<file path="src/common/psg_macros.svh">
`ifndef PSG_MACROS_SVH
`define PSG_MACROS_SVH

// channel count and index width
`define PSG_CHANS 8
`define PSG_CHAN_W 3

// signed sample width
`define SAMPLE_W 12

// wave table is 1024 words
`define WAVE_AW 10

// phase accumulator, top 8 bits are the table index
`define PHASE_W 24

// mixer output, wide enough for eight full-scale samples
`define MIX_W 15

// wave memory read latency in clocks
`define WAVE_LAT 2

`endif

</file>
<file path="src/design/psgMixer.sv">
`timescale 1ns/100ps
`default_nettype none

`include "psg_macros.svh"

module psgMixer (
	input  logic                        clk,
	input  logic                        rst,
	input  logic                        ce,
	input  logic signed [`SAMPLE_W-1:0] samples [`PSG_CHANS],
	input  logic [`PSG_CHANS-1:0]       enabled,
	output logic signed [`MIX_W-1:0]    audioOut,
	output logic                        audioValid
);
	logic signed [`MIX_W-1:0] mixSum;

	// signed operands in a MIX_W context, so each sample is sign-extended
	always_comb begin
		mixSum = '0;
		for (int i = 0; i < `PSG_CHANS; i++) begin
			if (enabled[i]) begin
				mixSum = mixSum + samples[i];
			end
		end
	end

	always_ff @(posedge clk) begin
		if (rst) begin
			audioValid <= 1'b0;
		end else begin
			audioValid <= ce;
		end
	end

	always_ff @(posedge clk) begin
		if (ce) begin
			audioOut <= mixSum;
		end
	end

endmodule

`default_nettype wire

</file>
<file path="config.mk">
export PLATFORM = sky130hd
export DESIGN_NAME = psgMixer
export DESIGN_NICKNAME = d
export VERILOG_FILES = /design/src/design/psgMixer.sv
export VERILOG_INCLUDE_DIRS = /design/src /design/src/common
export SDC_FILE = /design/constraint.sdc
export NUM_CORES = 1
export LEC_CHECK = 0
export ABC_CLOCK_PERIOD_IN_PS = 12700
export BUFFER_PORTS_ARGS = -buffer_cell sky130_fd_sc_hd__buf_2
export CORE_MARGIN = 2
export CORE_UTILIZATION = 35
export DETAILED_ROUTE_END_ITERATION = 8
export PLACE_DENSITY_LB_ADDON = 0.15
export SLEW_MARGIN = 20
export SYNTH_ARGS = -nofsm -noshare
export SYNTH_HDL_FRONTEND = slang
export SYNTH_SLANG_ARGS = --single-unit
</file>
<file path="constraint.sdc">
create_clock -name clk -period 12.7 [get_ports clk]
set_input_delay 0.635 -clock clk [delete_from_list [all_inputs] [get_ports clk]]
set_output_delay 0.635 -clock clk [all_outputs]
set_load 0.03 [all_outputs]
</file>
==> qor.yml, run 1 <==
status: "completed"
finalCritPeriodShare_pct: 91.0
yosysMostFrequentCell: "ha_1"
p_sw_uw: 702
synth_area_leaders: "ha_1 19%, edfxtp_1 7.0%, xnor2_1 6.1%"
globalRouteMet2Util_pct: 32.2
first_pass_iters: 4
drt_first_iter_violations: 337
viasPerCell: 5.54
io_pins: 123
wl_per_cell_um: 16.3
worstPathMaxFanout: 29
grtUsageMet3_pct: 1.72
cts-root-buf: "clkbuf_16"
grt_pass1_vias: 6282
clockBufferDepth: 2
async_flop_share_pct: 0
yosysWarnings: 0
syn_nets: 1072
post-cts-setup-buffer-count: 0
cts_max_level: 1
worst_slew_pin_slew_ps: 757
p_seq_share_pct: 7.6
fin_ws_ps: 1140
grt_use_met1_pct: 28.6
grt_use_total_pct: 19.4
setup_tns_ps: 0
cellPowerDensity_nw_per_um2: 187
holdWs_ps: 540
dp_worst_setup_slack_ps: 925
crit_slowest_cell: "a221oi_1"
cpPeakStageDelay_ps: 630
fillers: 1948
busiest_layer: "met2"
max_clock_freq_mhz: 86.5
min-delay-path-class: "primary input to flop"
ys_seq_elements: 16
rows: 49
cts_sinks: 16
endpoint_kind: "flop"
netSwitchingFraction_pct: 51.5
required_ps: 12690
drcViolationCount: 0
cts_hold_buffers: 0
path_common_cell: "ha_1"
ant_nets: 0
core_area_um2: 18000
grt_max_degree: 31
drt_wl_total_mm: 19.4
die_area_um2: 19500
synth_edf_count: 15
syn_area_um2: 6430
yosysTopAreaCellShare_pct: 18.7
slew_headroom_pct: 49.5
fin_nets: 1169
num_vias: 6587
netlist_instances: 863
rsz0062_at_grt: "false"
die_height_um: 140
drive_gt1_share_pct: 17.0
arrival_ps: 11550
die_x_um: 140
power_frac_comb_pct: 87.8
final_max_slew_viol_count: 0
place.gp.congestion: 0.854
ys_types: 74
ir_worst_vdd_mv: 0.127
cts_tree: "yes"
p_int_uw: 660
ys.flop_type: "edfxtp_1"
period_minus_slack_ps: 11560
grt_pass1_wl_mm: 31.6
ctsResizeCount: 0
area_growth_syn_to_layout_pct: 13.2
grt_antenna_before_repair: 1
maxCapViolCount: 0
synth_common_cells: "96 x ha_1, 88 x nand2_1, 75 x a21oi_1, 58 x nor2_1, 49 x inv_1"
start_kind: "primary input"
cts_buffers: 3
ys_seq_area_share_pct: 7.32
syn_area_per_cell_um2: 7.45
clkSlewWorstSetupHoldPaths_ps: 50
path_class: "primary input to flop"
clock_power_share_pct: 4.6
io_buffers: 122
finalHoldViolations: 0
grt_overflow: 0
setup_viol: 0
dpl.hpwl_mm: 16.4
p_leak_uw: 0.00347
p_total_uw: 1360
yosysTopAreaCell: "ha_1"
initial_utilization_pct: 35.7
## flip-flops by register name, summed over array words and instances, names as in the netlist
signal      count
audioOut       15
audioValid      1
## final timing paths
check       start  cells after the start      endpoint  slack, ps
max    enabled[0]                     48  audioOut[14]       1140
min           rst                      2    audioValid        540
## final cells by class
type                    instances  area (um2)  share of cell area (%)
repair buffers                122         611                    8.39
clock buffers                   4        78.8                    1.08
flip-flops and latches         16         470                    6.47
well taps                     229         287                    3.94
inverters                      51         191                    2.63
diodes                          1        2.50                  0.0344
multi-input cells             766        5640                    77.5
## power by group through the flow
stage / clock network, uW / registers [uW] / logic [uW]
floorplan: 0 / 153 / 889
global placement: 0 / 104 / 1190
detailed placement: 0 / 105 / 1180
CTS: 64.5 / 104 / 1190
global route: 67.5 / 105 / 1340
finish: 63.1 / 103 / 1200
## layer usage
layer  up-vias  share of wire (%)
met4         0               0.51
met2       158                 44
li1       3423                  -
met3        10                4.3
met1      2996                 51
met5         -                  0
## kinds of logic (layout without fill, tap and decap cells)
| kind of cell | count (synthesis) | after routing | share of synthesized area (%) |
|---|---|---|---|
| flip-flops | 16 | 16 | 7.32 |
| XOR/XNOR | 64 | 64 | 9.36 |
| adder cells (fa/ha/maj) | 102 | 102 | 20.5 |
| multiplexers | 30 | 30 | 5.23 |
| AND/OR/NAND/NOR | 270 | 270 | 20.5 |
| AO/OA/AOI/OAI | 300 | 300 | 32.0 |
| other | 0 | 1 | 0 |
| buffers and inverters | 81 | 177 | 5.04 |
## cells in the final DEF, fill, tap and decap left out, types with 11 or more instances in the layout
master and count:
a211oi_1 11, a21o_1 37, a21oi_1 75, a31oi_1 26
and2_1 14, and3_1 11, buf_2 122, edfxtp_1 15
ha_1 96, inv_1 49, mux2_2 13, mux2i_1 13
nand2_1 88, nand2b_1 15, nand3_1 14, nor2_1 58
nor3_1 21, o21a_1 18, o21ai_0 43, or3_1 11
xnor2_1 45, xor2_1 16
## worst max-delay path, delay by kind of cell
family / cells / cell delay, ps
AO/OA/AOI/OAI: 17 / 4550
XOR/XNOR: 5 / 1140
adder cells (fa/ha/maj): 8 / 2640
buffers and inverters: 2 / 360
multiplexers: 3 / 430
AND/OR/NAND/NOR: 13 / 1770
## per-stage QoR
| step | instance area (um2) | util, % | instances |
|---|---|---|---|
| finish | 7280 | 40.4 | 1189 |
| global route | 7270 | 40.4 | 1188 |
| CTS | 7270 | 40.4 | 1188 |
| detailed placement | 7190 | 39.9 | 1184 |
| global placement | 7190 | 39.9 | 1184 |
| floorplan | 6430 | - | 863 |
Power figures use the tool's default switching activity.
==> run 2: changes to the inputs <==
--- a/config.mk
+++ b/config.mk
@@ -7,7 +7,7 @@
 export NUM_CORES = 1
 export LEC_CHECK = 0
 export ABC_CLOCK_PERIOD_IN_PS = 12700
-export BUFFER_PORTS_ARGS = -buffer_cell sky130_fd_sc_hd__buf_2
+export BUFFER_PORTS_ARGS = -buffer_cell sky130_fd_sc_hd__buf_4
 export CORE_MARGIN = 2
 export CORE_UTILIZATION = 35
 export DETAILED_ROUTE_END_ITERATION = 8
==> constraint.sdc (replaced) <==
create_clock -name clk -period 12.7 [get_ports clk]
set_input_delay 1.905 -clock clk [delete_from_list [all_inputs] [get_ports clk]]
set_output_delay 1.905 -clock clk [all_outputs]
set_load 0.03 [all_outputs]
==> run 2 against run 1 <==
Net effect:
- sequential power hardly changed
- combinational power barely moved
- via count fell by 0.12%
- power increased by 3.1%
- non-clock buffer count rose by 1
- hold slack improved by 1300 ps
- final cell count did not move
- flip-flop and latch count is the same
- design area is 4.9% higher
- die area unchanged
- sequential share of layout area decreased by 0.30 points
- clock-buffer cell count is the same
- critical endpoint unchanged
==> qor.yml, run 2 (synthesis gave the netlist of run 1 again) <==
ant_nets: 0
io_buffers: 122
grt_max_degree: 31
largest_register_ffs: 15
design_area_um2: 7630
die_area_um2: 19500
area_growth_syn_to_layout_pct: 18.7
core_area_um2: 18000
grt_pass1_vias: 6255
viasPerCell: 5.53
cts_tree: "yes"
arrival_ps: 11880
max_clock_freq_mhz: 84.2
slew_headroom_pct: 51.9
min-delay-path-class: "primary input to flop"
cpPeakStageDelay_ps: 430
cts-root-buf: "clkbuf_16"
start_kind: "primary input"
io_pins: 123
period_minus_slack_ps: 11880
dpl.hpwl_mm: 16.4
cellPowerDensity_nw_per_um2: 184
cts_max_level: 1
cts_buffers: 3
die_height_um: 140
layout_common_cells: "123 x buf_4, 96 x ha_1, 88 x nand2_1"
drt_first_iter_violations: 402
top_regs: "audioOut x15, audioValid x1"
placed_cells: 1184
path_common_cell: "ha_1"
fin_ws_ps: 823
top_register: "audioOut"
initial_utilization_pct: 35.7
endpoint_kind: "flop"
path_class: "primary input to flop"
wl_per_cell_um: 16.4
fin_nets: 1170
clkSlewWorstSetupHoldPaths_ps: 60
met3_length_um: 863
setup_viol: 0
worstPathMaxFanout: 29
fillers: 1930
clockBufferDepth: 2
status: "completed"
final_cell_count_no_fill: 1189
worst_slew_pin_slew_ps: 714
grt_antenna_before_repair: 0
routed-wl-met2_mm: 8.61
finalHoldViolations: 0
final_max_slew_viol_count: 0
finalCritPeriodShare_pct: 93.5
drive_gt1_share_pct: 17.6
n_antenna_cell: 0
drt_wl_total_mm: 19.5
crit_slowest_cell: "a221oi_2"
grt_pass1_wl_mm: 31.7
cts_hold_buffers: 0
grt_use_total_pct: 19.7
holdWs_ps: 1800
drcViolationCount: 0
dp_worst_setup_slack_ps: -210
m1WireLength_mm: 9.94
cts_sinks: 16
die_x_um: 140
required_ps: 12710
p_leak_uw: 0.00360
place.gp.congestion: 0.903
final_common_cell: "buf_4"
placed_area_um2: 7500
first_pass_iters: 5
ir_worst_vdd_mv: 0.151
rows: 49
grt_overflow: 0
dr.max_layer_used: "met4"
maxCapViolCount: 0
num_vias: 6579
[run 2: changes by cell type in the layout (fill, tap and decap cells not counted), moves of 2 or more]
cell	delta
a221oi_1	-2
a221oi_2	+2
buf_2	-122
buf_4	+123
[run 2: metrics by stage]
step | power (uW) | util [%] | TNS [ps]
2_1_floorplan | 1040 | - | 0
6_report | 1410 | 42.4 | 0
3_3_place_gp | 1310 | 41.6 | -364
3_5_place_dp | 1310 | 41.6 | -210
5_1_grt | 1560 | 42.4 | -9.04
4_1_cts | 1390 | 42.1 | 0
[run 2: layout make-up]
| type | count | area (um2) | area share [%] |
|---|---|---|---|
| Clock buffer | 4 | 88.8 | 1.16 |
| Inverter | 51 | 191 | 2.51 |
| Multi-Input combinational cell | 766 | 5670 | 74.3 |
| Sequential cell | 16 | 470 | 6.16 |
| Tap cell | 229 | 287 | 3.75 |
| Timing Repair Buffer | 123 | 923 | 12.1 |
[run 2: where the power goes]
group / switching (uW) / total, uW / internal [uW] / leakage, uW
logic: 683 / 1230 / 547 / 0.00340
registers: 6.25 / 104 / 97.4 / 0.000155
clock network: 23.5 / 71.5 / 48.0 / 0.0000442
[run 2: worst paths after layout]
kind,from,endpoint,slack [ps],cells past startpoint
worst max-delay path,enabled[0],audioOut[14],820,49
worst min-delay path,rst,audioValid,1800,2
[run 2: what timing repair did]
item	in CTS	in global routing
setup endpoints to repair	0	3
resized for setup	0	7
setup buffers	0	1
[run 2: worst max-delay path, delay by kind of cell]
family | cells | cell delay (ps)
AOI/OAI and AO/OA | 15 | 3440
and+or+nand+nor | 17 | 2370
adders and majority gates | 8 | 2350
xor gates and xnor gates | 6 | 1290
muxes | 2 | 290
buffers and inverters | 1 | 200
[run 2: routing by layer]
layer,global-route usage (%),up-vias
li1,-,3412
met1,29.5,3001
met2,31.9,159
met3,1.38,7
met4,2.37,0
met5,0,-
