<file path="src/common/psg_macros.svh">
`ifndef PSG_MACROS_SVH
`define PSG_MACROS_SVH

// channel count and index width
`define PSG_CHANS 8
`define PSG_CHAN_W 3

// signed sample width
`define SAMPLE_W 12

// wave table is 1024 words
`define WAVE_AW 10

// phase accumulator, top 8 bits are the table index
`define PHASE_W 24

// mixer output, wide enough for eight full-scale samples
`define MIX_W 15

// wave memory read latency in clocks
`define WAVE_LAT 2

`endif

</file>
<file path="src/design/psgBusArb.sv">
`timescale 1ns/100ps
`default_nettype none

`include "psg_macros.svh"

module psgBusArb (
	input  logic                   clk,
	input  logic                   rst,
	input  logic                   ce,
	input  logic                   ack,
	input  logic [`PSG_CHANS-1:0]  req,
	output logic [`PSG_CHANS-1:0]  busGrant,
	output logic [`PSG_CHAN_W-1:0] busOwner
);
	logic [`PSG_CHAN_W-1:0] nextOwner;
	logic                   anyReq;

	// fixed priority, scan from the top so index 0 lands last and wins
	always_comb begin
		nextOwner = '0;
		for (int i = `PSG_CHANS - 1; i >= 0; i--) begin
			if (req[i]) begin
				nextOwner = `PSG_CHAN_W'(i);
			end
		end
	end

	assign anyReq = |req;

	// grant and owner move together, only while the memory is idle
	always_ff @(posedge clk) begin
		if (rst) begin
			busGrant <= '0;
			busOwner <= '0;
		end else if (ce && ack && anyReq) begin
			busGrant <= {{(`PSG_CHANS - 1){1'b0}}, 1'b1} << nextOwner;
			busOwner <= nextOwner;
		end
		// no requester, last owner keeps the bus
	end

endmodule

`default_nettype wire

</file>
<file path="config.mk">
export PLATFORM = sky130hd
export DESIGN_NAME = psgBusArb
export DESIGN_NICKNAME = d
export VERILOG_FILES = /design/src/design/psgBusArb.sv
export VERILOG_INCLUDE_DIRS = /design/src /design/src/common
export SDC_FILE = /design/constraint.sdc
export NUM_CORES = 1
export LEC_CHECK = 0
export BUFFER_PORTS_ARGS = -buffer_cell sky130_fd_sc_hd__buf_2
export CAP_MARGIN = 20
export CORE_AREA = 8 8 45 47
export CTS_CLUSTER_SIZE = 12
export DETAILED_ROUTE_END_ITERATION = 8
export DIE_AREA = 0 0 53 55
export GPL_TIMING_DRIVEN = 0
export HOLD_SLACK_MARGIN = 0.02
export PLACE_DENSITY = 0.68
export REMOVE_ABC_BUFFERS = 1
export SLEW_MARGIN = 10
export SYNTH_ARGS = -nofsm -noshare
export SYNTH_HDL_FRONTEND = slang
export SYNTH_SLANG_ARGS = --single-unit
</file>
<file path="constraint.sdc">
create_clock -name clk -period 1.4 [get_ports clk]
set_input_delay 0.28 -clock clk [delete_from_list [all_inputs] [get_ports clk]]
set_output_delay 0.28 -clock clk [all_outputs]
set_load 0.01 [all_outputs]
</file>
==> results of run 1 <==
-- layout make-up --
cell class,count,area share (%)
clock buffer,4,4.015
sequential,11,33.65
tap,16,3.059
inverter,3,1.721
multi-input combinational,35,40.73
timing repair buffer,22,16.83
-- placed cells by master (no fill, tap or decap), types with 2 or more instances in the layout --
cell type	count
nor3_1	2
inv_1	3
o2bb2ai_1	3
nor2_1	6
a21oi_1	2
clkbuf_4	3
or4_4	2
buf_2	22
a32o_1	3
nand2_1	4
dfxtp_1	11
-- repair_timing --
action	in CTS	in global routing
endpoints found under the setup margin	0	2
gates resized for setup	0	1
hold buffers	0	0
-- power groups by stage --
| stage | Clock, mW | Sequential (mW) | Combinational [mW] |
|---|---|---|---|
| after floorplan | 0 | 0.334 | 0.0398 |
| after global placement | 0 | 0.330 | 0.0866 |
| after detailed placement | 0 | 0.331 | 0.0873 |
| after CTS | 0.229 | 0.323 | 0.0876 |
| after global routing | 0.238 | 0.324 | 0.0972 |
| final | 0.216 | 0.323 | 0.0875 |
-- flip-flops by register name, indices dropped and copies added, names as in the netlist --
name / cells
busGrant: 8
busOwner: 3
-- layer usage --
layer / GRT usage [%] / vias up / wire, um
li1: - / 244 / -
met1: 11.33 / 219 / 567
met2: 13.48 / 19 / 487
met3: 3.743 / 5 / 118
met4: 6.466 / 0 / 29
met5: 0 / - / 0
-- worst register-to-register path, cell delays in order, from the launching register on --
cell,delay [ns]
dfxtp_1,0.33
a31oi_1,0.04
a311oi_1,0.22
-- metrics by stage --
| stage | hold WS, ns | util [%] | cell area (um^2) | power [mW] | instances |
|---|---|---|---|---|---|
| after floorplan | 0.3491 | - | 491.7 | 0.3737 | 49 |
| after global routing | 0.2294 | 47.29 | 654.4 | 0.6597 | 91 |
| after global placement | 0.4367 | 44.94 | 621.8 | 0.4165 | 87 |
| after detailed placement | 0.4414 | 44.94 | 621.8 | 0.4178 | 87 |
| after CTS | 0.2140 | 46.84 | 648.1 | 0.6402 | 91 |
| final | 0.2222 | 47.29 | 654.4 | 0.6263 | 91 |
-- final timing paths --
path,cells past startpoint,slack (ns),endpoint,start
worst max-delay path,5,0.08,busGrant[1],req[3]
worst min register to register,2,0.46,busOwner[0],busOwner[0]
worst max register to register,2,0.73,busOwner[2],busOwner[2]
worst min-delay path,2,0.22,busOwner[2],ack
-- logic make-up after synthesis --
| logic type | synth area share (%) |
|---|---|
| AOI/OAI and AO/OA | 31.30 |
| buffers and inverters | 2.290 |
| DFF | 44.78 |
| and+or+nand+nor | 21.63 |
==> implementation parameters, run 1 <==
Parameter                              Value

Global route
  Antenna violations before repair    0
  Number of global-route vias before repair    480
  Global-route total usage across every layer    9.425%
  Maximum number of pins on one net before global-route repair    9
  Overall overflow remaining after global route    0
  Wire length of the first global-routing pass    2.042 mm

Drt
  Avg WL per Cell    13.21 um
  Detail-routed via count per cell    5.352
  Post-Route WL    1.202 mm
  Vias after detailed routing    487
  Number of design-rule violations left by the first detailed-router iteration    9
  DRC    0
  Antenna Violating Nets Remaining    0
  Length of the first detailed-routing pass in iterations    4

Timing
  Post-route fraction of the period consumed by the critical path    94.56%
  Number of pins exceeding their max-slew limit in the final report    0
  Accumulated negative setup slack    0 ns
  RSZ-0062 raised after global routing    false
  Final Hold Vio Count    0
  Least-Margin Pin Slew    0.6687 ns
  Normalized max-slew margin    55.42%
  Fmax    755.4 MHz
  Count of endpoints failing setup in the final report    0
  Final worst path period need    1.324 ns
  Post-route setup slack    0.07616 ns
  Post-Route Skew    0 ns

Status
  Outcome    complete, no violations

Power and ir drop
  Power density over cell area    957.1 nW/um^2
  Combinational share of power    14.0%
  Internal power    0.4671 mW
  Reported net switching power    0.1592 mW
  Sequential share of power    51.6%
  Clk pwr share    34.4%
  VDD IR max    0.6018 mV
  Leakage power    0.2953 nW
  Switching share of total power    25.41%

Die
  Initial core utilization    35.53%
  Number of cell rows    14
  Total Die Area    2915 um^2
  I/O pin cnt    23
  Horizontal die dimension    53 um
  Y dimension of the die    55 um
  Area of the core    1384 um^2

Logic synthesis
  Number of flops mapped to enable cells by yosys    0
  Number of warning messages in the yosys log    0
  Count of different cell masters after synthesis    22
  Cell types occupying the most area after synthesis    dfxtp_1 (45%), a32o_1 (6.1%), o2bb2ai_1 (5.3%)
  Cell area after synthesis    491.7 um^2
  Async set-reset flop share out of synthesis    0%
  Largest area contributor in the synthesized netlist    dfxtp_1
  Seq/Total Area, Yosys    44.78%
  Synth top cells by count    dfxtp_1 (11), nor2_1 (6), nand2_1 (4)
  Cell count after synthesis    49
  Cell with the most instances after synthesis    dfxtp_1
  Top_reg_cell synth    dfxtp_1
  Area share of the leading cell type in the synthesized netlist    44.78%
  Number of flip-flops and latches in the synthesized netlist    11
  Average cell area after synthesis    10.04 um^2

Clock network
  Clock latency on the worst-skew pair    0.27 ns
  H-Tree Level Count    1
  Buffer levels on the longest clock path    2
  Cell chosen for the clock root    clkbuf_4
  Clk sink count    11
  Clock transition at the registers of the reported paths    0.07 ns
  Count of buffers added by post-CTS timing repair for setup    0
  TritonCTS clock tree    yes
  Total CTS buffers    3

Worst setup path
  Class of the most critical setup path    primary input to flop
  CP Cell Sequence    buf_2, or4_4, o21ba_4, nor2_8, a22o_2
  Slowest cell on the critical path    or4_4
  Cell family with the largest share of critical-path delay    simple AND/OR/NAND/NOR gates
  Delay contributed by the slowest stage of the critical path    0.58 ns
  Crit Path Max Fanout    8
  Required time of the worst setup path    1.61 ns
  Buffers plus inverters on the worst setup path    1
  Element type at the critical path end    flop
  Startpoint type of the worst setup path    primary input
  Data arrival, critical path    1.54 ns

Worst hold path
  Hold WC Path Type    primary input to flop

Finish
  Fraction of layout cells with a size suffix above 1    41.33%
  Register area    220.2 um^2
  Layout net count    88
  Layout Area Growth over Synthesis    33.08%
  Diode count    0
  Area of the multi-input gates    266.5 um^2
  # fillers    142

Placement
  Worst slack at placement    -0.2017 ns
  Placed wire-length estimate after detailed placement    967.7 um
  Routability congestion estimate from global placement    0.7866
  Number of buffers added on ports    22

Job
  Count of max-cap constraint violations    0
Note: power is estimated with default switching activity, not from simulation.
==> inputs of run 2 (changes only) <==
--- a/config.mk
+++ b/config.mk
@@ -15,6 +15,7 @@
 export GPL_TIMING_DRIVEN = 0
 export HOLD_SLACK_MARGIN = 0.02
 export PLACE_DENSITY = 0.68
+export RECOVER_POWER = 50
 export REMOVE_ABC_BUFFERS = 1
 export SLEW_MARGIN = 10
 export SYNTH_ARGS = -nofsm -noshare
==> run 2 against run 1 <==
Against the previous run: sequential power about the same; clock-buffer cell count unchanged; clock power about the same; combinational power decreased by 2%; via count increased by 0.82%; non-clock buffer count unchanged; fmax decreased by 0.29%; wire length decreased by 0.25%; highest routed layer unchanged.
==> implementation parameters, run 2 (synthesis gave the netlist of run 1 again) <==
Parameter                              Value

Worst setup path
  Startpoint type of the worst setup path    primary input
  Required time of the worst setup path    1.61 ns (about the same)
  Element type at the critical path end    flop
  Class of the most critical setup path    primary input to flop
  Data arrival, critical path    1.54 ns (about the same)
  Crit Path Max Fanout    8 (unchanged)

Power and ir drop
  VDD IR max    0.6019 mV (about the same)
  Overall power after layout    0.6249 mW (-0.21%)
  Clk pwr share    34.6% (+0.2 points)
  Sequential share of power    51.7% (about the same)
  Internal power    0.4652 mW (-0.40%)
  Switching share of total power    25.56% (+0.14 points)
  Reported net switching power    0.1597 mW (+0.34%)
  Power density over cell area    975.5 nW/um^2 (+1.9%)
  Leakage power    0.2480 nW (-16%)
  Combinational share of power    13.7% (-0.3 points)

Die
  Initial core utilization    35.53% (unchanged)
  Area of the core    1384 um^2 (unchanged)
  Y dimension of the die    55 um (unchanged)
  Horizontal die dimension    53 um (unchanged)
  I/O pin cnt    23 (unchanged)
  Total Die Area    2915 um^2 (unchanged)
  Number of cell rows    14 (unchanged)

Timing
  RSZ-0062 raised after global routing    false
  Least-Margin Pin Slew    0.6639 ns (-0.004735 ns)
  Count of endpoints failing setup in the final report    0 (unchanged)
  Post-route setup slack    0.07226 ns (-0.003899 ns)
  Final worst path period need    1.328 ns (+0.003899 ns)
  Post-route fraction of the period consumed by the critical path    94.84% (+0.28 points)
  Post-Route Skew    0 ns (unchanged)
  Final Hold Vio Count    0 (unchanged)
  Normalized max-slew margin    55.74% (+0.32 points)
  Number of pins exceeding their max-slew limit in the final report    0 (unchanged)
  Fmax    753.2 MHz (-0.29%)

Drt
  Number of design-rule violations left by the first detailed-router iteration    10 (+1)
  Length of the first detailed-routing pass in iterations    4 (unchanged)
  Vias after detailed routing    491 (+0.82%)
  Post-Route WL    1.199 mm (-0.25%)
  DRC    0 (unchanged)
  Antenna Violating Nets Remaining    0 (unchanged)
  Detail-routed via count per cell    5.396 (+0.82%)
  Avg WL per Cell    13.18 um (-0.25%)

Finish
  Regs by FF count    busGrant x8, busOwner x3
  Largest register by flop count    busGrant
  Leading cell type in the layout, fill and taps excluded    clkbuf_1
  Layout Area Growth over Synthesis    30.28%
  Diode count    0 (unchanged)
  Layout net count    88 (unchanged)
  Number of flip-flops under the largest register name    8 (unchanged)
  Fraction of layout cells with a size suffix above 1    26.67% (-15 points)
  Commonest non-fill, non-tap cells in the layout    clkbuf_1 (12), dfxtp_1 (11), buf_2 (11)

Worst hold path
  Hold WC Path Type    primary input to flop

Global route
  Overall overflow remaining after global route    0 (unchanged)
  Maximum number of pins on one net before global-route repair    9 (unchanged)
  Global-route total usage across every layer    9.425% (unchanged)
  Antenna violations before repair    0 (unchanged)
  Wire length of the first global-routing pass    2.042 mm (unchanged)
  Number of global-route vias before repair    480 (unchanged)

Clock network
  Clk sink count    11 (unchanged)
  Buffer levels on the longest clock path    2 (unchanged)
  Cell chosen for the clock root    clkbuf_4
  Total CTS buffers    3 (unchanged)
  Hold Buf Count CTS    0 (unchanged)
  TritonCTS clock tree    yes
  Clock latency on the worst-skew pair    0.27 ns (about the same)
  Clock transition at the registers of the reported paths    0.07 ns (about the same)
  H-Tree Level Count    1 (unchanged)

Job
  Count of max-cap constraint violations    0 (unchanged)

Placement
  Placed wire-length estimate after detailed placement    967.7 um (unchanged)
  Number of buffers added on ports    22 (unchanged)
  Routability congestion estimate from global placement    0.7866 (unchanged)
  Worst slack at placement    -0.2017 ns (unchanged)

Status
  Outcome    complete, no violations
-- run 2: path summary, 6_finish.rpt --
kind          startpoint          end  slack [ns]  cells after the start
max               req[3]  busGrant[1]        0.07                      5
min                  ack  busOwner[2]        0.22                      2
max reg2reg  busOwner[2]  busOwner[2]        0.73                      2
min reg2reg  busOwner[1]  busOwner[1]        0.46                      2
-- run 2: area by class of cell --
| type | count | area [um^2] |
|---|---|---|
| clock buffers | 4 | 26.28 |
| flip-flops and latches | 11 | 220.2 |
| multi-input cells | 35 | 266.5 |
| fillers | 150 | 743.2 |
| repair buffers | 22 | 96.34 |
| well taps | 16 | 20.02 |
| inverters | 3 | 11.26 |
-- run 2: per-layer routing --
layer	share of wire, %	global-route usage [%]
met1	47	11.33
met2	40	13.48
met3	10	3.743
met4	2.4	6.466
met5	0	0
-- run 2: timing repair --
item,in CTS,in global routing
gates resized for setup,0,1
buffers inserted,0,0
endpoints found under the setup margin,0,2
hold endpoints to repair,0,0
-- run 2: worst max-delay path: stages --
cell,delay (ns)
buf_2,0.12
or4_4,0.58
o21ba_4,0.27
nor2_8,0.13
a22o_2,0.16
-- run 2: power groups by stage --
stage	clock network (mW)	registers [mW]	logic [mW]
final	0.216	0.323	0.0857
after global routing	0.238	0.324	0.0955
after CTS	0.229	0.323	0.0876
after detailed placement	0	0.331	0.0873
after global placement	0	0.330	0.0866
after floorplan	0	0.334	0.0398
-- run 2: stage by stage --
step / setup TNS [ns] / std cells / instance area (um^2) / hold slack [ns] / util, %
2_1_floorplan: -0.002215 / 49 / 491.7 / 0.3491 / -
3_3_place_gp: -1.748 / 87 / 621.8 / 0.4367 / 44.94
3_5_place_dp: -1.784 / 87 / 621.8 / 0.4414 / 44.94
4_1_cts: 0 / 91 / 648.1 / 0.2140 / 46.84
5_1_grt: 0 / 91 / 640.6 / 0.2294 / 46.29
6_report: 0 / 91 / 640.6 / 0.2223 / 46.29
