$ cat src/common/psg_macros.svh
`ifndef PSG_MACROS_SVH
`define PSG_MACROS_SVH

// channel count and index width
`define PSG_CHANS 8
`define PSG_CHAN_W 3

// signed sample width
`define SAMPLE_W 12

// wave table is 1024 words
`define WAVE_AW 10

// phase accumulator, top 8 bits are the table index
`define PHASE_W 24

// mixer output, wide enough for eight full-scale samples
`define MIX_W 15

// wave memory read latency in clocks
`define WAVE_LAT 2

`endif

$ cat src/common/psgPkg.sv
`default_nettype none

`include "psg_macros.svh"

package psgPkg;

	// ==================================================
	// host register selectors
	// ==================================================
	// REG_FREQ  phase increment, full data word
	// REG_BASE  wave base address, data[WAVE_AW-1:0]
	// REG_CTRL  channel enable in data[0]
	// REG_WAVE  table word write, address in data[23:14], sample in data[11:0]
	typedef enum logic [1:0] {
		REG_FREQ,
		REG_BASE,
		REG_CTRL,
		REG_WAVE
	} psgReg_e;

	// one host write, data is as wide as a phase increment
	typedef struct packed {
		logic                   we;
		logic [`PSG_CHAN_W-1:0] chan;
		psgReg_e                regSel;
		logic [`PHASE_W-1:0]    data;
	} hostWr_t;

	// channel fetch request, req is a level held until served
	typedef struct packed {
		logic                req;
		logic [`WAVE_AW-1:0] addr;
	} fetchReq_t;

	// read result broadcast to all channels
	typedef struct packed {
		logic                        valid;
		logic [`PSG_CHAN_W-1:0]      chan;
		logic signed [`SAMPLE_W-1:0] data;
	} sampleResp_t;

	// channel fetch FSM
	typedef enum logic {
		CH_IDLE,
		CH_WAIT
	} chanState_e;

endpackage

`default_nettype wire

$ cat src/channel/psgChannel.sv
`timescale 1ns/100ps
`default_nettype none

`include "psg_macros.svh"

module psgChannel #(
	parameter logic [`PSG_CHAN_W-1:0] CHAN_ID = '0
) (
	input  logic                        clk,
	input  logic                        rst,
	input  logic                        ce,
	input  psgPkg::hostWr_t             hostWr,
	input  psgPkg::sampleResp_t         resp,
	output psgPkg::fetchReq_t           fetch,
	output logic signed [`SAMPLE_W-1:0] sample,
	output logic                        enabled
);
	import psgPkg::*;

	localparam int IDX_W = 8;

	logic [`PHASE_W-1:0] freq;
	logic [`WAVE_AW-1:0] base;
	logic [`PHASE_W-1:0] phase;
	logic [IDX_W-1:0]    index;
	logic [IDX_W-1:0]    lastIndex;
	chanState_e          state;
	logic                reqQ;
	logic [`WAVE_AW-1:0] addrQ;
	logic                hostHit;
	logic                startFetch;
	logic                ownResp;

	assign index = phase[`PHASE_W-1 -: IDX_W];
	assign hostHit = hostWr.we && (hostWr.chan == CHAN_ID);
	assign ownResp = resp.valid && (resp.chan == CHAN_ID);
	// a new table index while idle starts a fetch
	assign startFetch = enabled && (state == CH_IDLE) && (index != lastIndex);

	always_ff @(posedge clk) begin
		if (rst) begin
			freq <= '0;
			base <= '0;
			enabled <= 1'b0;
		end else if (hostHit) begin
			case (hostWr.regSel)
				REG_FREQ: freq <= hostWr.data;
				REG_BASE: base <= hostWr.data[`WAVE_AW-1:0];
				REG_CTRL: enabled <= hostWr.data[0];
				default: ;
			endcase
		end
	end

	// phase keeps running while a fetch is pending
	always_ff @(posedge clk) begin
		if (rst) begin
			phase <= '0;
		end else if (ce && enabled) begin
			phase <= phase + freq;
		end
	end

	// ==================================================
	// fetch FSM
	// ==================================================
	always_ff @(posedge clk) begin
		if (rst) begin
			state <= CH_IDLE;
			reqQ <= 1'b0;
			lastIndex <= '0;
			sample <= '0;
		end else if (!enabled) begin
			// disabled channel goes quiet and withdraws its request
			state <= CH_IDLE;
			reqQ <= 1'b0;
			sample <= '0;
		end else begin
			case (state)
				CH_IDLE: begin
					if (startFetch) begin
						state <= CH_WAIT;
						reqQ <= 1'b1;
						lastIndex <= index;
					end
				end
				CH_WAIT: begin
					if (ownResp) begin
						state <= CH_IDLE;
						reqQ <= 1'b0;
						sample <= resp.data;
					end
				end
				default: state <= CH_IDLE;
			endcase
		end
	end

	// wraps modulo the table size
	always_ff @(posedge clk) begin
		if (startFetch) begin
			addrQ <= base + `WAVE_AW'(index);
		end
	end

	assign fetch.req = reqQ;
	assign fetch.addr = addrQ;

endmodule

`default_nettype wire

$ cat config.mk
export PLATFORM = sky130hd
export DESIGN_NAME = psgChannel
export DESIGN_NICKNAME = d
export VERILOG_FILES = /design/src/common/psgPkg.sv /design/src/channel/psgChannel.sv
export VERILOG_INCLUDE_DIRS = /design/src /design/src/common
export SDC_FILE = /design/constraint.sdc
export NUM_CORES = 1
export LEC_CHECK = 0
export ABC_CLOCK_PERIOD_IN_PS = 2400
export BUFFER_PORTS_ARGS = -buffer_cell sky130_fd_sc_hd__buf_4
export CORE_ASPECT_RATIO = 0.6
export CORE_MARGIN = 4
export CORE_UTILIZATION = 54
export CTS_BUF_LIST = sky130_fd_sc_hd__clkbuf_4
export CTS_CLUSTER_SIZE = 14
export DETAILED_ROUTE_END_ITERATION = 8
export GPL_TIMING_DRIVEN = 1
export PLACE_DENSITY = 0.79
export RECOVER_POWER = 50
export REMOVE_ABC_BUFFERS = 1
export SLEW_MARGIN = 20
export SYNTH_ARGS = -nofsm -noshare
export SYNTH_HDL_FRONTEND = slang
export SYNTH_SLANG_ARGS = --single-unit
$ cat constraint.sdc
create_clock -name clk -period 2.4 [get_ports clk]
set_clock_uncertainty 0.2 [all_clocks]
set_input_delay 0 -clock clk [delete_from_list [all_inputs] [get_ports clk]]
set_output_delay 0 -clock clk [all_outputs]
set_load 0.01 [all_outputs]
==> flow_summary.toml, run 1 <==
[run_status]
status = "finished, violations left"
failed_checks = "setup timing"

[placed_design]
dp_hpwl_um = 10450
routabilityCongestion = 0.9537
port_buffers = 72
postPlaceCellArea_um2 = 5946
pre_cts_ws_ns = -0.2322

[route]
route.detailed.wl_per_inst_um = 18.56
via_per_inst = 5.790
ant_nets = 0
wl_um = 15790
drt_iter0_markers = 301
route.detailed.drc = 0
first_pass_iters = 5
via_count = 4927

[global_route]
grt_max_degree = 36
antenna_found_initial = 0
gr-total-overflow = 0
grt_pass1_wl_um = 25130
grt_pass1_vias = 5035
grt_use_total_pct = 29.25

[worst_setup_path]
rr_startpoint = "freq[16]$_SDFFE_PP0P_"
crit_fanout = 3
cp.required_ns = 2.56
path_class = "reg -> reg"
worstSetupStartpointType = "register"
r2r_setup_slack_ns = -0.06
worst_r2r_endpoint = "phase[23]$_SDFFE_PP0P_"
r2r_cells = 7
cp-end-kind = "register"
worstPathArrival_ns = 2.62

[floorplan]
core_region_area_um2 = 8718
ioPinCount = 73
placementRows = 26
initial_utilization_pct = 56.70
die_x_um = 131.5
die_y_um = 82.12
design.die.area_um2 = 10800

[cells_and_area]
nNetsFinal = 816
fin_area_um2 = 6892
syn2layout_area_growth_pct = 39.41
multiInputGateArea_um2 = 3144
fillers = 618
drive_gt1_share_pct = 25.58
diodes = 0
regArea_um2 = 1938

[clock_tree]
insertion_delay_ns = 0.46
clockRootBuffer = "clkbuf_4"
clk_pin_slew_ns = 0.15
cts.sinks = 91
cts_tree = "done"
numCtsBuffers = 9
clock_path_buffers = 2
h-tree-depth = 3

[timing]
setup_violations = 4
drv_slew = 0
tightest_slew_ns = 0.9651
whs_ns = 0.1302
clock.fmax_mhz = 405.8
rsz0062_at_grt = "yes"
tns_ns = -0.1368
slew_headroom_pct = 35.66
postLayoutSetupSlackWorst_ns = -0.06449
period_needed_ns = 2.464
post-route-period-util_pct = 102.7
hold_viol = 0

[synth]
postSynth.asyncResetShare_pct = 0
netlist_area_um2 = 4943
synth-main-ff-cell = "dfxtp_1"
syn_avg_cell_area_um2 = 8.891
synthMuxAreaShare_pct = 6.758
synth_cell_types = 74
netlist_instances = 556
synth_fa_ha_area_share_pct = 8.656
synth_xor_area_share_pct = 4.784
synth_seq_area_share_pct = 38.88
synthSimpleGateAreaFrac_pct = 20.58
synth_seq_cells = 91
yosysWarnings = 0
synth_top_family_by_area = "simple AND/OR/NAND/NOR gates"
synth_compound_area_share_pct = 17.41
synth_edf_count = 10

[min_path]
hold_end = "base[6]$_SDFFE_PP0P_"
hold_class = "in -> reg"
hold_start = "hostWr[6]"
holdPathStages = 4

[power]
ir_drop_mv = 0.2580
power.total_mw = 2.614
power_density_nw_per_um2 = 379.2
p_leak_nw = 2.992

[run]
maxCapViolCount = 0
## worst max path at each step
stage / from / end / slack, ns / cells after the start
after floorplan: phase[16]$_SDFFE_PP0P_ / phase[23]$_SDFFE_PP0P_ / -0.18 / 7
after global placement: phase[16]$_SDFFE_PP0P_ / addrQ[8]$_DFFE_PP_ / -0.13 / 9
after detailed placement: freq[16]$_SDFFE_PP0P_ / phase[23]$_SDFFE_PP0P_ / -0.23 / 7
after CTS: freq[16]$_SDFFE_PP0P_ / phase[23]$_SDFFE_PP0P_ / -0.06 / 7
after global routing: freq[9]$_SDFFE_PP0P_ / phase[23]$_SDFFE_PP0P_ / -0.14 / 9
final: freq[16]$_SDFFE_PP0P_ / phase[23]$_SDFFE_PP0P_ / -0.06 / 7
## cells in the mapped netlist, drive strengths merged (2+ instances only)
cell / instances / share of area, %
a211o: 2 / 0.35
a211oi: 3 / 0.71
a21o: 10 / 1.5
a21oi: 54 / 5.9
a311oi: 2 / 0.35
a31o: 4 / 0.71
a31oi: 5 / 0.63
a32oi: 2 / 0.35
and3: 3 / 0.40
and4: 2 / 0.35
buf: 11 / 1.3
clkbuf: 17 / 1.3
dfxtp: 81 / 33
edfxtp: 10 / 6.1
fa: 2 / 0.81
ha: 31 / 7.8
inv: 4 / 0.30
mux2i: 33 / 6.8
nand2: 92 / 7.0
nand2b: 3 / 0.38
nand3: 16 / 1.6
nand4: 9 / 1.3
nand4b: 2 / 0.35
nor2: 50 / 3.8
nor2b: 5 / 0.63
nor3: 10 / 1.2
nor3b: 2 / 0.30
nor4: 3 / 0.68
nor4b: 3 / 0.84
o21a: 3 / 0.46
o21ai: 21 / 2.4
o21bai: 2 / 0.30
o311ai: 2 / 0.35
o31ai: 5 / 0.76
or3: 3 / 0.38
or4b: 2 / 0.40
xnor2: 23 / 4.1
xor2: 4 / 0.71
## per-layer routing
metal  vias to the layer above  wire length [µm]  global-route usage, %  share of wire [%]
met4                         0               403                  8.910                2.6
met2                       190              7086                  49.74                 45
met1                      2343              7030                  36.53                 45
li1                       2353                 -                      -                  -
met3                        41              1273                  8.959                8.1
met5                         -                 0                      0                  0
## sequential cells by signal, indices dropped and copies added (netlist names)
register   count
reqQ           1
addrQ         10
enabled        1
state          1
lastIndex      8
sample        12
phase         24
base          10
freq          24
## cell families after synthesis
kind of cell | count (synthesis)
AOI/OAI and AO/OA | 128
xor gates and xnor gates | 27
adders and majority gates | 33
buffers and inverters | 33
DFF | 91
muxes | 33
and+or+nand+nor | 211
## through the flow
| step | util [%] | instances |
|---|---|---|
| global route | 79.05 | 851 |
| floorplan | - | 528 |
| global placement | 68.20 | 771 |
| finish | 79.05 | 851 |
| detailed placement | 68.20 | 771 |
| CTS | 78.09 | 847 |
## worst max-delay path: stages, from the launching register on
cell and delay (ns):
dfxtp_2 0.37, ha_4 0.24, a211o_1 0.26, a21oi_2 0.19, o221a_4 0.26, mux2i_4 0.28, nor4b_4 0.06, or4b_1 0.50
## placed cells by master, fill, tap and decap left out, types with 4 or more instances in the layout
cell type / netlist / final
nor2b_1: 5 / 5
nand3_1: 16 / 15
nand4_1: 8 / 8
nor3_1: 9 / 8
clkbuf_1: 17 / 28
dfxtp_2: 0 / 10
a21oi_1: 50 / 44
o31ai_1: 5 / 4
o21ai_0: 19 / 16
buf_4: 1 / 106
nor2_1: 49 / 47
a21oi_2: 3 / 7
xor2_1: 4 / 4
ha_4: 0 / 10
xnor2_1: 23 / 23
dfxtp_1: 81 / 70
nand2_1: 92 / 92
inv_1: 4 / 4
edfxtp_1: 10 / 10
mux2i_1: 32 / 32
ha_1: 31 / 18
a21o_1: 9 / 9
dlygate4sd3_1: 0 / 58
clkbuf_4: 0 / 13
## power breakdown
group / internal, mW / leakage [nW] / switching, mW
clock network: 0.355 / 0.0799 / 0.528
registers: 1.54 / 0.768 / 0.00422
logic: 0.111 / 2.14 / 0.0777
## cell type report
type                       instances  area share, %
multi-input combinational        432          45.62
sequential                        91          28.12
timing repair buffer             195          21.93
clock inverter                     4         0.7081
inverter                           5         0.2723
clock buffer                      12          1.307
tap                              112          2.033
## repair_timing
action                                  CTS  global route
endpoints found under the hold margin    62             0
pin swaps                                10             7
buffers inserted                          1             4
hold buffers                             59             0
resized for setup                        26            35
endpoints found under the setup margin    9            14
No activity file was read; power rests on OpenSTA's default activity.
==> run 2: changes to the inputs <==
--- a/config.mk
+++ b/config.mk
@@ -16,7 +16,6 @@
 export DETAILED_ROUTE_END_ITERATION = 8
 export GPL_TIMING_DRIVEN = 1
 export PLACE_DENSITY = 0.79
-export RECOVER_POWER = 50
 export REMOVE_ABC_BUFFERS = 1
 export SLEW_MARGIN = 20
 export SYNTH_ARGS = -nofsm -noshare
==> run 2 against run 1 <==
  * The run still ends with setup timing left
  * First-iteration DRC count is 4.7% lower
  * Worst hold slack better by 0.0055 ns
  * Fmax hardly changed
  * Global-route usage stayed put
  * Cell area is 1.6% higher
  * Clock power is 0.6% lower
  * Via count is 0.51% lower
  * Register-to-register slack hardly changed
  * Utilization is 1.3 points higher
  * Critical path type unchanged
  * Largest cell class unchanged
==> flow_summary.toml, run 2 (synthesis gave the netlist of run 1 again) <==
[run_status]
status = "finished, violations left"
failed_checks = "setup timing"

[timing]
drv_slew = 0
clock.fmax_mhz = 406.1
rsz0062_at_grt = "yes"
post-route-period-util_pct = 102.6
tightest_slew_ns = 0.8217
postLayoutSetupSlackWorst_ns = -0.06270
hold_viol = 0
setup_violations = 3
slew_headroom_pct = 45.22
period_needed_ns = 2.463

[global_route]
gr-total-overflow = 0
grt_pass1_vias = 5035
antenna_found_initial = 0
grt_max_degree = 36
busiest_layer = "met2"
grt_util_met1_pct = 36.53
grtUsageMet2_pct = 49.74
grt_util_met3_pct = 8.959
grt_use_total_pct = 29.25
grt_pass1_wl_um = 25130

[floorplan]
design.die.area_um2 = 10800
die_x_um = 131.5
initial_utilization_pct = 56.70
die_y_um = 82.12
core_region_area_um2 = 8718
placementRows = 26
ioPinCount = 73

[route]
via_per_inst = 5.760
first_pass_iters = 5
drt_iter0_markers = 287
route.detailed.drc = 0
route.detailed.wl_per_inst_um = 18.47
via_count = 4902
ant_nets = 0
wl_um = 15720

[worst_setup_path]
path_class = "reg -> reg"
cp.required_ns = 2.55
crit_fanout = 3
r2r_cells = 7
cp_num_buf_inv = 0
slowest_delay_ns = 0.50
path_depth = 7
critical-path-slowest-cell = "or4b_1"
worstPathCellList = "ha_4 -> a211o_1 -> a21oi_2 -> o221a_4 -> mux2i_4 -> nor4b_4 -> or4b_1"
r2r_setup_slack_ns = -0.06
critPathTopFamily = "compound AO/OA/AOI/OAI gates"
cp-end-kind = "register"
worst_r2r_endpoint = "phase[23]$_SDFFE_PP0P_"
worstSetupStartpointType = "register"
rr_startpoint = "freq[16]$_SDFFE_PP0P_"
worstPathArrival_ns = 2.62

[clock_tree]
clk_pin_slew_ns = 0.15
numCtsBuffers = 9
clockRootBuffer = "clkbuf_4"
cts.sinks = 91
clock_path_buffers = 2
h-tree-depth = 3
insertion_delay_ns = 0.46
cts_tree = "done"

[min_path]
hold_class = "in -> reg"
holdPathStages = 4
hold_end = "base[6]$_SDFFE_PP0P_"
hold_start = "hostWr[6]"

[cells_and_area]
drive_gt1_share_pct = 29.50
mostFrequentLayoutCell = "buf_4"
nNetsFinal = 816
final_cell_mix = "buf_4, nand2_1, dfxtp_1"
syn2layout_area_growth_pct = 41.69
reg_top3 = "freq: 24 flops, phase: 24 flops, sample: 12 flops"
post-route-util_pct = 80.34
diodes = 0

[run]
maxCapViolCount = 0

[power]
ir_drop_mv = 0.2577
power_density_nw_per_um2 = 372.6
p_leak_nw = 3.121
power.total_mw = 2.610

[placed_design]
dp_hpwl_um = 10450
port_buffers = 72
routabilityCongestion = 0.9537
-- run 2: cell count changes in the layout (fill, tap and decap cells not counted), sizes merged --
cell          change
clkbuf           -29
dlymetal6s4s      +1
buf              +28
-- run 2: routing by layer --
metal,part of all wire (%),wire length (µm)
met3,9.0,1414
met2,45,7090
met5,0,0
met4,2.4,374
met1,43,6835
-- run 2: worst min-delay path, cell delays in order --
cell           delay, ns
dlygate4sd3_1       0.52
buf_4               0.11
mux2i_1             0.05
nor2_1              0.07
-- run 2: what timing repair did --
item                       CTS  global route
setup endpoints to repair    9            14
pin swaps                   10             7
cloned                       0             0
hold buffers                59             0
setup buffers                1             4
hold endpoints to repair    62             0
gates resized for setup     26            35
-- run 2: area by class of cell --
cell class              instances  area (µm²)
clock buffers                  12       90.09
clock inverters                 4       48.80
fillers                       575        1714
inverters                       5       18.77
multi-input cells             432        3147
flip-flops and latches         91        1938
well taps                     112       140.1
repair buffers                195        1622
-- run 2: worst max path at each step --
stage	start	to
5_1_grt	freq[9]$_SDFFE_PP0P_	phase[23]$_SDFFE_PP0P_
6_report	freq[16]$_SDFFE_PP0P_	phase[23]$_SDFFE_PP0P_
3_3_place_gp	phase[16]$_SDFFE_PP0P_	addrQ[8]$_DFFE_PP_
2_1_floorplan	phase[16]$_SDFFE_PP0P_	phase[23]$_SDFFE_PP0P_
3_5_place_dp	freq[16]$_SDFFE_PP0P_	phase[23]$_SDFFE_PP0P_
4_1_cts	freq[16]$_SDFFE_PP0P_	phase[23]$_SDFFE_PP0P_
-- run 2: power breakdown --
part / internal, mW / switching (mW) / total [mW]
sequential: 1.54 / 0.00424 / 1.54
combinational: 0.113 / 0.0768 / 0.190
clock: 0.355 / 0.524 / 0.879
total: 2.01 / 0.605 / 2.61
-- run 2: through the flow --
stage | std cells | worst slack [ns] | setup TNS (ns) | area [µm²] | hold WS (ns)
6_report | 851 | -0.06270 | -0.1377 | 7004 | 0.1358
5_1_grt | 851 | -0.1404 | -0.4748 | 7004 | 0.1316
4_1_cts | 847 | -0.06389 | -0.08565 | 6808 | 0.1208
3_3_place_gp | 771 | -0.1347 | -0.3164 | 5946 | 0.03604
2_1_floorplan | 528 | -0.1784 | -0.2021 | 4817 | -0.1309
3_5_place_dp | 771 | -0.2322 | -0.6776 | 5946 | 0.04988
==> run 3: changes to the inputs <==
--- a/config.mk
+++ b/config.mk
@@ -15,7 +15,7 @@
 export CTS_CLUSTER_SIZE = 14
 export DETAILED_ROUTE_END_ITERATION = 8
 export GPL_TIMING_DRIVEN = 1
-export PLACE_DENSITY = 0.79
+export PLACE_DENSITY_LB_ADDON = 0.12
 export REMOVE_ABC_BUFFERS = 1
 export SLEW_MARGIN = 20
 export SYNTH_ARGS = -nofsm -noshare
==> run 3 against run 2 <==
  * The run ends with hold timing, setup timing left
  * Largest cell class unchanged
  * Die area did not move
  * Wire length fell by 1.5%
  * Non-clock buffer count rose by 13
  * Clock power fell by 11%
  * Largest power group unchanged
  * Sequential power barely moved
  * Global-route usage fell by 0.72 points
  * Critical path depth did not move
  * Setup slack improved by 0.030 ns
  * Power fell by 3.6%
  * Fmax rose by 1.2%
==> flow_summary.toml, run 3 (synthesis gave the netlist of run 1 again) <==
[cells_and_area]
finalNonFillerCells = 864
fillers = 558
mostFrequentLayoutCell = "buf_4"
nNetsFinal = 829
reg_top3 = "freq: 24 flops, phase: 24 flops, sample: 12 flops"
diodes = 0
syn2layout_area_growth_pct = 42.98
drive_gt1_share_pct = 30.32
final_cell_mix = "buf_4, nand2_1, dfxtp_1"

[run_status]
status = "finished, violations left"
failed_checks = "hold timing, setup timing"

[global_route]
gr-total-overflow = 0
grt_max_degree = 41
grt_pass1_wl_um = 24480
grt_pass1_vias = 4917
grt_use_total_pct = 28.53
antenna_found_initial = 0

[placed_design]
dp_hpwl_um = 10010
routabilityCongestion = 0.8984
pre_cts_ws_ns = -0.1851
dp.cells = 778
port_buffers = 72

[clock_tree]
clock_path_buffers = 2
cts.sinks = 91
clockRootBuffer = "clkbuf_4"
numCtsBuffers = 9
h-tree-depth = 3
clk_pin_slew_ns = 0.15
cts_tree = "done"
insertion_delay_ns = 0.47

[route]
via_per_inst = 5.734
met1_length_um = 6790
wl_met3_um = 1233
route.detailed.drc = 0
dr_wl_met2_um = 7100
via_count = 4954
routed.top_layer = "met4"
wl_um = 15470
ant_nets = 0
route.detailed.wl_per_inst_um = 17.91
first_pass_iters = 5
drt_iter0_markers = 281

[timing]
post-route-period-util_pct = 101.4
tns_ns = -0.03255
slew_headroom_pct = 52.93
tightest_slew_ns = 0.7043
setup_violations = 1
clock.fmax_mhz = 411.1
postLayoutSetupSlackWorst_ns = -0.03255
whs_ns = -0.01759
hold_viol = 9
rsz0062_at_grt = "yes"
drv_slew = 0
period_needed_ns = 2.433

[power]
ir_drop_mv = 0.3559
power_density_nw_per_um2 = 356.0
p_leak_nw = 3.145

[worst_setup_path]
cp-end-kind = "register"
path_class = "reg -> reg"
startpoint = "phase[4]$_SDFFE_PP0P_"
cp.required_ns = 2.57
crit_fanout = 4
worstSetupStartpointType = "register"
worstPathArrival_ns = 2.60
rr_startpoint = "phase[4]$_SDFFE_PP0P_"

[run]
maxCapViolCount = 0

[floorplan]
die_x_um = 131.5
design.die.area_um2 = 10800
ioPinCount = 73
placementRows = 26
core_region_area_um2 = 8718
initial_utilization_pct = 56.70
die_y_um = 82.12

[min_path]
hold_class = "in -> reg"
hold_start = "hostWr[28]"
run 3: changes by cell type in the layout (fill, tap and decap cells not counted), sizes merged:
cell          change
buf              +10
bufinv            -1
clkbuf            -2
clkinv            +2
clkinvlp          +2
dlygate4sd3       +4
dlymetal6s4s      -1
inv               -1
run 3: final timing paths:
path,depth (start not counted),end,slack (ns)
max reg2reg,7,phase[23]$_SDFFE_PP0P_,-0.03
max,7,phase[23]$_SDFFE_PP0P_,-0.03
min,6,freq[1]$_SDFFE_PP0P_,-0.02
min reg2reg,2,freq[18]$_SDFFE_PP0P_,0.28
run 3: per-stage QoR:
| stage | hold slack (ns) | utilization (%) | total power, mW | cell area, µm² |
|---|---|---|---|---|
| after floorplan | -0.1309 | - | 1.601 | 4817 |
| after global placement | 0.03304 | 68.80 | 1.699 | 5998 |
| after detailed placement | 0.04213 | 68.80 | 1.701 | 5998 |
| after CTS | 0.01378 | 79.36 | 2.512 | 6919 |
| after global routing | 0.01257 | 81.07 | 2.601 | 7068 |
| final | -0.01759 | 81.07 | 2.517 | 7068 |
run 3: layer usage:
metal / global-route usage (%) / up-vias
met2: 46.51 / 209
met4: 9.958 / 0
met1: 37.21 / 2341
li1: - / 2375
met3: 7.869 / 29
met5: 0 / -
run 3: repair_timing:
action | in CTS | in global routing
endpoints found under the setup margin | 7 | 18
hold buffers | 61 | 1
gates resized for setup | 21 | 38
hold endpoints to repair | 69 | 1
pin swaps | 11 | 13
setup buffers | 8 | 1
gates cloned | 0 | 0
run 3: critical path: stages (launching register included):
cell and delay (ns):
dfxtp_2 0.37, ha_4 0.25, a211oi_4 0.29, o21ai_4 0.11, nor4_4 0.38, nor2_4 0.10, mux2i_1 0.13, or4b_1 0.51
run 3: final cells by class:
class	instances	area, µm²	area share, %
multi-input cells	432	3126	44.22
flip-flops and latches	91	1939	27.44
repair buffers	208	1728	24.45
well taps	112	140.1	1.983
clock buffers	10	75.07	1.062
clock inverters	6	41.29	0.5842
inverters	5	18.77	0.2655
run 3: power breakdown:
group / switching, mW / internal [mW]
registers: 0.00401 / 1.54
clock network: 0.559 / 0.225
logic: 0.0765 / 0.114
